File: src/design/lms_sample_pkg.sv
// LMS sample widths and I/Q phase
package lms_sample_pkg;

   // Converter word on the LMS6002D data bus
   localparam int LMS_SAMPLE_W = 12;

   // Receive sample width toward the DSP core
   localparam int RX_CORE_W = 14;

   // Transmit sample width from the DSP core
   // Only the low converter bits reach the pins
   localparam int TX_CORE_W = 16;

   // Meaning of the IQSEL strobe on both directions
   typedef enum logic
   {
      PHASE_I = 1'b0,  // IQSEL low carries I
      PHASE_Q = 1'b1   // IQSEL high carries Q
   } iq_phase_e;

endpackage

File: src/design/board_ctrl_pkg.sv
// Board control constants
package board_ctrl_pkg;

   // Five front-panel LEDs plus the Ethernet LED on top
   localparam int LED_COUNT = 6;

   // Set bits are driven low to light the LED
   // Ethernet LED is active high, so its bit stays clear
   localparam logic [LED_COUNT-1:0] LED_ACTIVE_LOW_MASK = 6'b011111;

   // Clock-ready samples kept for the PLL reset decision
   localparam int READY_HISTORY_DEPTH = 6;

endpackage

File: src/design/rx_iq_demux.sv
// Receive I/Q demultiplexer
`timescale 1ns/1ps

module rx_iq_demux
   import lms_sample_pkg::*;
#(
   parameter int SAMPLE_W = LMS_SAMPLE_W
)
(
   input  logic                 dsp_clk,
   input  logic                 reset_i,
   input  logic [SAMPLE_W-1:0]  rx_d_i,
   input  logic                 rx_iqsel_i,
   output logic [RX_CORE_W-1:0] adc_i_o,
   output logic [RX_CORE_W-1:0] adc_q_o
);

   iq_phase_e            rx_phase;
   logic [RX_CORE_W-1:0] rx_word;

   assign rx_phase = iq_phase_e'(rx_iqsel_i);
   assign rx_word  = RX_CORE_W'(rx_d_i);  // Zero-extend to core width

   // One register per component, the other one holds
   always_ff @(posedge dsp_clk)
   begin
      if (reset_i)
      begin
         adc_i_o <= '0;
         adc_q_o <= '0;
      end
      else
      begin
         case (rx_phase)
            PHASE_I: adc_i_o <= rx_word;
            PHASE_Q: adc_q_o <= rx_word;
            default: ;
         endcase
      end
   end

   // I may only move after a word tagged as I
   i_changes_on_i_phase: assert property (
      @(posedge dsp_clk) disable iff (reset_i)
      (!$past(reset_i) && !$stable(adc_i_o)) |-> ($past(rx_phase) == PHASE_I)
   );

   // Same for Q
   q_changes_on_q_phase: assert property (
      @(posedge dsp_clk) disable iff (reset_i)
      (!$past(reset_i) && !$stable(adc_q_o)) |-> ($past(rx_phase) == PHASE_Q)
   );

endmodule

File: src/design/tx_iq_interleave.sv
// Transmit I/Q interleaver
`timescale 1ns/1ps

module tx_iq_interleave
   import lms_sample_pkg::*;
#(
   parameter int SAMPLE_W = LMS_SAMPLE_W
)
(
   input  logic                 dsp_clk,
   input  logic                 reset_i,
   input  logic [TX_CORE_W-1:0] dac_i_i,
   input  logic [TX_CORE_W-1:0] dac_q_i,
   output logic [SAMPLE_W-1:0]  tx_d_o,
   output logic                 tx_iqsel_o
);

   iq_phase_e tx_phase;  // Component sent at the coming edge

   always_ff @(posedge dsp_clk)
   begin
      if (reset_i)
      begin
         tx_phase   <= PHASE_I;
         tx_d_o     <= '0;
         tx_iqsel_o <= 1'b0;
      end
      else
      begin
         case (tx_phase)
            PHASE_I:
            begin
               tx_d_o   <= dac_i_i[SAMPLE_W-1:0];  // Upper core bits dropped
               tx_phase <= PHASE_Q;
            end
            PHASE_Q:
            begin
               tx_d_o   <= dac_q_i[SAMPLE_W-1:0];
               tx_phase <= PHASE_I;
            end
            default: tx_phase <= PHASE_I;
         endcase
         tx_iqsel_o <= tx_phase;  // IQSEL tags the word just registered
      end
   end

   // First word out of reset is I with IQSEL low, like the reset value,
   // so alternation is only checked from the second word on
   iqsel_alternates: assert property (
      @(posedge dsp_clk) disable iff (reset_i)
      (!$past(reset_i) && !$past(reset_i, 2)) |-> (tx_iqsel_o != $past(tx_iqsel_o))
   );

endmodule

File: src/design/spi_fanout.sv
// SPI bus fan-out to LMS chips and DAC
`timescale 1ns/1ps

module spi_fanout
(
   input  logic dsp_clk,
   input  logic sclk_i,
   input  logic mosi_i,
   input  logic sen_lms1_i,   // Active low
   input  logic sen_lms2_i,   // Active low
   input  logic sen_dac_i,    // Active low
   input  logic miso_lms1_i,
   input  logic miso_lms2_i,
   input  logic miso_dac_i,
   output logic sclk_lms1_o,
   output logic mosi_lms1_o,
   output logic sclk_lms2_o,
   output logic mosi_lms2_o,
   output logic sclk_dac_o,
   output logic miso_o
);

   // LMS chips share MOSI, so idle chips see a quiet bus
   assign sclk_lms1_o = ~sen_lms1_i & sclk_i;
   assign mosi_lms1_o = ~sen_lms1_i & mosi_i;
   assign sclk_lms2_o = ~sen_lms2_i & sclk_i;
   assign mosi_lms2_o = ~sen_lms2_i & mosi_i;

   assign sclk_dac_o = sclk_i;  // DAC ignores the clock without its select

   // Unselected devices do not float into the merge
   assign miso_o = (~sen_lms1_i & miso_lms1_i) |
                   (~sen_lms2_i & miso_lms2_i) |
                   (~sen_dac_i  & miso_dac_i);

   // Master must address one device at a time
   single_select: assert property (
      @(posedge dsp_clk) $onehot0({~sen_lms1_i, ~sen_lms2_i, ~sen_dac_i})
   );

endmodule

File: src/design/board_ctrl.sv
// PLL reset, LMS reset and LED control
`timescale 1ns/1ps

module board_ctrl
   import board_ctrl_pkg::*;
#(
   parameter int HISTORY_DEPTH = READY_HISTORY_DEPTH
)
(
   input  logic                 dsp_clk,
   input  logic                 reset_i,
   input  logic                 clock_ready_i,
   input  logic [LED_COUNT-1:0] leds_i,
   output logic                 pll_rst_o,
   output logic                 lms_nrst_o,
   output logic [LED_COUNT-1:0] leds_o
);

   logic [HISTORY_DEPTH-1:0] ready_hist;
   logic [HISTORY_DEPTH-1:0] ready_hist_next;
   logic                     ready_mixed;

   assign ready_hist_next = {ready_hist[HISTORY_DEPTH-2:0], clock_ready_i};

   // Neither settled high nor settled low
   assign ready_mixed = (|ready_hist_next) & ~(&ready_hist_next);

   always_ff @(posedge dsp_clk)
   begin
      if (reset_i)
      begin
         ready_hist <= '0;
         pll_rst_o  <= 1'b0;
         lms_nrst_o <= 1'b0;                 // Hold both LMS chips in reset
         leds_o     <= LED_ACTIVE_LOW_MASK;  // All LEDs dark
      end
      else
      begin
         ready_hist <= ready_hist_next;
         pll_rst_o  <= ready_mixed;
         lms_nrst_o <= 1'b1;
         leds_o     <= leds_i ^ LED_ACTIVE_LOW_MASK;
      end
   end

   // PLL reset request must track the stored history
   pll_rst_needs_mixed: assert property (
      @(posedge dsp_clk) disable iff (reset_i)
      pll_rst_o |-> ((|ready_hist) && !(&ready_hist))
   );

endmodule

File: src/design/lms_frontend_top.sv
// LMS6002D front-end adapter
`timescale 1ns/1ps

module lms_frontend_top
   import lms_sample_pkg::*;
   import board_ctrl_pkg::*;
#(
   parameter int SAMPLE_W      = LMS_SAMPLE_W,
   parameter int HISTORY_DEPTH = READY_HISTORY_DEPTH
)
(
   input  logic                 dsp_clk,
   input  logic                 reset_i,

   // Receive data from both LMS chips
   input  logic [SAMPLE_W-1:0]  rx1_d_i,
   input  logic [SAMPLE_W-1:0]  rx2_d_i,
   input  logic                 rx1_iqsel_i,
   input  logic                 rx2_iqsel_i,
   output logic [RX_CORE_W-1:0] adc1_i_o,
   output logic [RX_CORE_W-1:0] adc1_q_o,
   output logic [RX_CORE_W-1:0] adc2_i_o,
   output logic [RX_CORE_W-1:0] adc2_q_o,

   // Transmit data toward both LMS chips
   input  logic [TX_CORE_W-1:0] dac1_i_i,
   input  logic [TX_CORE_W-1:0] dac1_q_i,
   input  logic [TX_CORE_W-1:0] dac2_i_i,
   input  logic [TX_CORE_W-1:0] dac2_q_i,
   output logic [SAMPLE_W-1:0]  tx1_d_o,
   output logic [SAMPLE_W-1:0]  tx2_d_o,
   output logic                 tx1_iqsel_o,
   output logic                 tx2_iqsel_o,

   // SPI
   input  logic                 sclk_i,
   input  logic                 mosi_i,
   input  logic                 sen_lms1_i,
   input  logic                 sen_lms2_i,
   input  logic                 sen_dac_i,
   input  logic                 miso_lms1_i,
   input  logic                 miso_lms2_i,
   input  logic                 miso_dac_i,
   output logic                 sclk_lms1_o,
   output logic                 mosi_lms1_o,
   output logic                 sclk_lms2_o,
   output logic                 mosi_lms2_o,
   output logic                 sclk_dac_o,
   output logic                 miso_o,

   // Board status
   input  logic                 clock_ready_i,
   input  logic [LED_COUNT-1:0] leds_i,
   output logic                 pll_rst_o,
   output logic                 lms1_nrst_o,
   output logic                 lms2_nrst_o,
   output logic [LED_COUNT-1:0] leds_o
);

   logic lms_nrst;  // Shared release for both transceivers

   rx_iq_demux #(.SAMPLE_W(SAMPLE_W)) u_rx1 (
      .dsp_clk    (dsp_clk),
      .reset_i    (reset_i),
      .rx_d_i     (rx1_d_i),
      .rx_iqsel_i (rx1_iqsel_i),
      .adc_i_o    (adc1_i_o),
      .adc_q_o    (adc1_q_o)
   );

   rx_iq_demux #(.SAMPLE_W(SAMPLE_W)) u_rx2 (
      .dsp_clk    (dsp_clk),
      .reset_i    (reset_i),
      .rx_d_i     (rx2_d_i),
      .rx_iqsel_i (rx2_iqsel_i),
      .adc_i_o    (adc2_i_o),
      .adc_q_o    (adc2_q_o)
   );

   // Common reset keeps the two TX phases in step
   tx_iq_interleave #(.SAMPLE_W(SAMPLE_W)) u_tx1 (
      .dsp_clk    (dsp_clk),
      .reset_i    (reset_i),
      .dac_i_i    (dac1_i_i),
      .dac_q_i    (dac1_q_i),
      .tx_d_o     (tx1_d_o),
      .tx_iqsel_o (tx1_iqsel_o)
   );

   tx_iq_interleave #(.SAMPLE_W(SAMPLE_W)) u_tx2 (
      .dsp_clk    (dsp_clk),
      .reset_i    (reset_i),
      .dac_i_i    (dac2_i_i),
      .dac_q_i    (dac2_q_i),
      .tx_d_o     (tx2_d_o),
      .tx_iqsel_o (tx2_iqsel_o)
   );

   spi_fanout u_spi (
      .dsp_clk     (dsp_clk),
      .sclk_i      (sclk_i),
      .mosi_i      (mosi_i),
      .sen_lms1_i  (sen_lms1_i),
      .sen_lms2_i  (sen_lms2_i),
      .sen_dac_i   (sen_dac_i),
      .miso_lms1_i (miso_lms1_i),
      .miso_lms2_i (miso_lms2_i),
      .miso_dac_i  (miso_dac_i),
      .sclk_lms1_o (sclk_lms1_o),
      .mosi_lms1_o (mosi_lms1_o),
      .sclk_lms2_o (sclk_lms2_o),
      .mosi_lms2_o (mosi_lms2_o),
      .sclk_dac_o  (sclk_dac_o),
      .miso_o      (miso_o)
   );

   board_ctrl #(.HISTORY_DEPTH(HISTORY_DEPTH)) u_board (
      .dsp_clk       (dsp_clk),
      .reset_i       (reset_i),
      .clock_ready_i (clock_ready_i),
      .leds_i        (leds_i),
      .pll_rst_o     (pll_rst_o),
      .lms_nrst_o    (lms_nrst),
      .leds_o        (leds_o)
   );

   assign lms1_nrst_o = lms_nrst;
   assign lms2_nrst_o = lms_nrst;

endmodule

File: config.mk
export PLATFORM = sky130hd
export DESIGN_NAME = lms_frontend_top
export DESIGN_NICKNAME = d
export VERILOG_FILES = /design/src/design/lms_sample_pkg.sv /design/src/design/board_ctrl_pkg.sv /design/src/design/rx_iq_demux.sv /design/src/design/tx_iq_interleave.sv /design/src/design/spi_fanout.sv /design/src/design/board_ctrl.sv /design/src/design/lms_frontend_top.sv
export SDC_FILE = /design/constraint.sdc
export NUM_CORES = 1
export LEC_CHECK = 0
export ABC_CLOCK_PERIOD_IN_PS = 1080
export BUFFER_PORTS_ARGS = -buffer_cell sky130_fd_sc_hd__buf_2
export CORE_AREA = 2 2 99 101
export CTS_BUF_LIST = sky130_fd_sc_hd__clkbuf_4 sky130_fd_sc_hd__clkbuf_8
export CTS_CLUSTER_DIAMETER = 200
export CTS_CLUSTER_SIZE = 16
export DETAILED_ROUTE_END_ITERATION = 8
export DIE_AREA = 0 0 101 103
export GPL_ROUTABILITY_DRIVEN = 0
export GPL_TIMING_DRIVEN = 1
export PLACE_DENSITY = 0.66
export SLEW_MARGIN = 15
export SYNTH_ARGS = -nofsm -noshare
export SYNTH_HDL_FRONTEND = slang
export SYNTH_HIERARCHICAL = 1
export SYNTH_SLANG_ARGS = --single-unit
File: constraint.sdc
create_clock -name dsp_clk -period 1.08 [get_ports dsp_clk]
set_input_delay 0.054 -clock dsp_clk [delete_from_list [all_inputs] [get_ports dsp_clk]]
set_output_delay 0.054 -clock dsp_clk [all_outputs]
set_load 0.005 [all_outputs]
---- Word-level counts from Yosys, hierarchy flattened ----
Cells that the tools add are included.
storage, ports and cells
  bits in registers ....................... 89
  output and inout bits ................... 97
operators by class
  mux-type cells .......................... 5
  bitwise logic cells ..................... 17
  reduce and logical (&&, ||, !) cells .... 2
operators by type and width
  kind                                 count
  12-bit case mux with 2 select lines  2
  1-bit AND                            8
  1-bit NOT                            6
  6-bit AND reduction                  1
  6-bit OR reduction                   1
  5-bit NOT                            1
  1-bit case mux with 2 select lines   2
  1-bit bitwise OR                     2
  1-bit 2-to-1 mux                     1

---- Longest topological paths before layout ----
  depth after elaboration ................. 4
  mapped depth ............................ 4
  depth with buffers taken out ............ 3

---- Modules after synthesis ----
Netlist, hierarchy kept.
modules (own cells, without submodules)
  module            times used  cells an instance  area each (um^2)
  rx_iq_demux       2           82                 903.4
  tx_iq_interleave  2           43                 491.7
  board_ctrl        1           29                 359.1
  spi_fanout        1           9                  60.1
  lms_frontend_top  1           1                  7.5

---- Worst setup path after synthesis ----
No wires, ideal clock.
  path type ............................... register to register
  start ................................... reg u_board.ready_hist[0]
  end ..................................... reg u_board.pll_rst_o
  setup time .............................. 128 ps
  arrival ................................. 964 ps
  required time ........................... 952 ps
  slack ................................... -12 ps
  stages on the path, launching flop included .. 4
  path buffers ............................ 0
  period minus slack after synthesis ...... 1092 ps
  cell sequence ........................... dfxtp_1 -> or4_4 -> nor3_2 -> a311oi_1
on the way
  longest elaborated chain between the ends .. 3
  elaborated cells on any way between the ends .. 4
  those cells by class .................... bitwise: 2; reduce/logical: 2
RTL lines
  what                    line              source
  start, declared         board_ctrl.sv:19  logic [HISTORY_DEPTH-1:0] ready_hist;
  start signal, assigned  board_ctrl.sv:39  ready_hist <= ready_hist_next;
  6-bit AND reduction     board_ctrl.sv:26  assign ready_mixed = (|ready_hist_next) & ~(&ready_hist_next);
  1-bit NOT               board_ctrl.sv:26
  1-bit AND (*)           board_ctrl.sv:26
  end signal, assigned    board_ctrl.sv:40  pll_rst_o <= ready_mixed;
  end, declared           board_ctrl.sv:14  output logic pll_rst_o,
Every way passes the cells marked *; elsewhere a longest branch is shown, timed or not.
A chain may end at the register's enable or synchronous reset.

---- Worst setup path after layout ----
Ends and elaborated chain as after synthesis.

==> key figures <==
Route
  • Drt via density: around 4.4
  • Overall via count from detail_route: just under 3000
  • First drt pass iteration count: 4
  • Post-DR wirelength/cell: 12.96 um
  • Residual DRC count: 0
  • Routed wire length: 8618 um
  • Number of nets with antenna violations after detailed routing: 0
  • Number of DRC markers after the initial detailed-route iteration: 53

Global route
  • Pin count of the biggest net entering global routing: 40
  • Vias in the first global route: ~2800
  • First-pass GRT wire length: 12830 um
  • Grt total ovfl: 0
  • GRT Overall Usage: 15.78%
  • Initial antenna violation count: 0

STA
  • Count of final max-slew check failures: 0
  • Setup slack of the critical path after layout: -0.05023 ns
  • Number of hold violations in the final report: 1
  • FMAX: 884.8 MHz
  • Final critical-path share of the clock period: 104.7%
  • RSZ-0062 raised after global routing: yes
  • Number of endpoints failing setup at the final stage: 1
  • Final-layout setup total negative slack: -0.05023 ns
  • Fin crit period: 1.130 ns
  • Worst slack on hold paths: -0.03113 ns
  • Setup Skew: 0.005664 ns

Clocking
  • Post-CTS Repair Setup Buffers: 0
  • Clock tree from TritonCTS: built
  • Deepest clock path buffer count: 2
  • CTS buffer count: 9
  • Clock-pin slew reported for the worst setup and hold paths after clock tree synthesis: ~0.070 ns
  • Clock latency on the worst-skew pair: 0.34 ns
  • Clock H-tree levels: 3
  • Clock tree root buffer cell: clkbuf_8
  • Total number of clock tree sinks: 89
  • Quantity of hold-fixing buffers added after cts: between 70 and 80

Synth
  • Mean cell area of the mapped netlist: 11.13 um^2
  • Register bit total from synthesis: 89
  • Cells after synthesis: slightly below 300
  • YS warnings: 6
  • Number of different library cells in the post-synthesis netlist: 19
  • Cell area after synthesis: 0.003217 mm^2
  • Sequential fraction of the synthesis area: 55.39%

Place
  • Count of buffers from port buffering: 179
  • Total half-perimeter wirelength after legalization and detailed placement: between 5000 and 6000 um
  • Cell area after placement: slightly above 0.004 mm^2

Floorplanning
  • Die X-Extent: a little over 100 um
  • Total number of placement rows: 36
  • Area inside the core boundary: 0.009459 mm^2
  • Initial standard-cell utilization of the core: 34.01%
  • Top-Level Pins: 204
  • Die H: 103 um
  • Area of the die: between 0.01 and 0.015 mm^2

Outcome
  • Status: finished, violations left
  • Failing checks: negative hold slack, negative setup slack

Layout
  • Fill cell instance count of the final layout: 842
  • Commonest non-fill, non-tap cell in the layout: buf_2
  • Count of nets after finishing: 655
  • Antenna Cells: 0
  • Post-route cell area: 0.005109 mm^2
  • Highest-count cells in the layout ignoring fill and taps: buf_2 (179), dfxtp_1 (89), dlygate4sd3_1 (79), nor2_1 (74), mux2i_1 (72)
  • Layout cells sized above 1: between 30 and 40%
  • P&R area growth vs syn: 58.81%

Worst setup path
  • Data required time at the worst endpoint: 1.31 ns
  • FF-to-FF setup slack: -0.05 ns
  • Worst-path fanout max: 2
  • Critical setup path kind: flip-flop to flip-flop
  • Sort of element at the start of the critical path: flip-flop
  • Nature of the critical path endpoint: flip-flop
  • Data arrival time at the worst-slack endpoint: 1.36 ns

Min path
  • Worst min-delay path category: input pin to flip-flop

Power
  • Cell area power density: 1340 mW/mm^2
  • Overall Power: 6847 uW
  • Worst vdd ir: 0.6752 mV
  • Leakage dissipation: 0.002638 uW

Job
  • Max-capacitance violation count: 0
==> sequential cells by signal, indices dropped and copies added, names as in the netlist, 5 cells and up <==
signal	count
u_board/leds_o	6
u_board/ready_hist	5
u_rx1/adc_i_o	12
u_rx1/adc_q_o	12
u_rx2/adc_i_o	12
u_rx2/adc_q_o	12
u_tx1/tx_d_o	12
u_tx2/tx_d_o	12
==> worst max-delay path, cell delays in order (launching register included) <==
cell and delay [ns]:
dfxtp_1 0.31, or4_4 0.53, nor3_2 0.11, a311oi_1 0.06
==> report_power, final <==
part	total, uW	internal, uW	switching [uW]
Combinational	1120	664	460
Clock	2160	1040	1120
Sequential	3560	3480	79.2
==> final cells by class <==
| cell class | count | area, um^2 | area share, % |
|---|---|---|---|
| tap | 114 | 142.6 | 2.792 |
| multi-input combinational | 177 | 1181 | 23.12 |
| clock inverter | 5 | 56.30 | 1.102 |
| inverter | 3 | 11.26 | 0.2204 |
| timing repair buffer | 268 | 1812 | 35.46 |
| sequential | 89 | 1782 | 34.88 |
| clock buffer | 9 | 123.9 | 2.425 |
==> what timing repair did <==
action	in CTS	in global routing
gates cloned	0	0
pin swaps	0	0
setup endpoints to repair	1	1
hold endpoints to repair	79	1
resized for setup	0	0
==> per-layer routing <==
layer	vias up	share of wire, %	GRT usage, %
li1	1440	-	-
met1	1331	38	16.33
met2	111	54	28.77
met3	25	4.8	4.271
met4	0	3.1	9.148
met5	-	0	0
==> stage by stage <==
step / hold WS, ns / setup WS, ns / cells / util [%]
after floorplan: 0.1159 / -0.01163 / 295 / -
after global placement: 0.2126 / -0.03195 / 572 / 43.74
after detailed placement: 0.2189 / -0.03880 / 572 / 43.74
after CTS: -0.05828 / -0.04959 / 665 / 54.01
after global routing: -0.05716 / -0.07014 / 665 / 54.01
final: -0.03113 / -0.05023 / 665 / 54.01
==> path summary, 6_finish.rpt <==
path,cells after the start,to,startpoint
max,3,u_board/pll_rst_o,u_board/ready_hist[0]
min,2,u_board/ready_hist[0],clock_ready_i
max reg2reg,3,u_board/pll_rst_o,u_board/ready_hist[0]
min reg2reg,1,u_board/ready_hist[3],u_board/ready_hist[2]
==> cells in the mapped netlist <==
library cell | instances | area share [%]
a311oi_1 | 1 | 0.27
and2b_2 | 2 | 0.54
and4_1 | 1 | 0.27
buf_12 | 6 | 3.7
buf_2 | 2 | 0.31
buf_4 | 10 | 2.3
buf_6 | 4 | 1.4
clkbuf_1 | 4 | 0.47
conb_1 | 2 | 0.23
dfxtp_1 | 89 | 55
inv_1 | 3 | 0.35
mux2i_1 | 72 | 22
nand2_1 | 5 | 0.58
nand2b_1 | 1 | 0.19
nor2_1 | 74 | 8.6
nor2b_1 | 10 | 1.9
nor3_2 | 1 | 0.31
o221ai_1 | 1 | 0.27
or4_4 | 1 | 0.35
==> logic make-up (layout without fill, tap and decap cells) <==
family                 count (synthesis)  count (layout)  share of synthesized area [%]
muxes                                 72              72                          22.40
AOI/OAI and AO/OA                      2               2                         0.5446
and+or+nand+nor                       95              95                          12.84
buffers and inverters                 29             285                          8.596
other                                  2               8                         0.2335
DFF                                   89              89                          55.39
No activity file was read; power rests on OpenSTA's default activity.
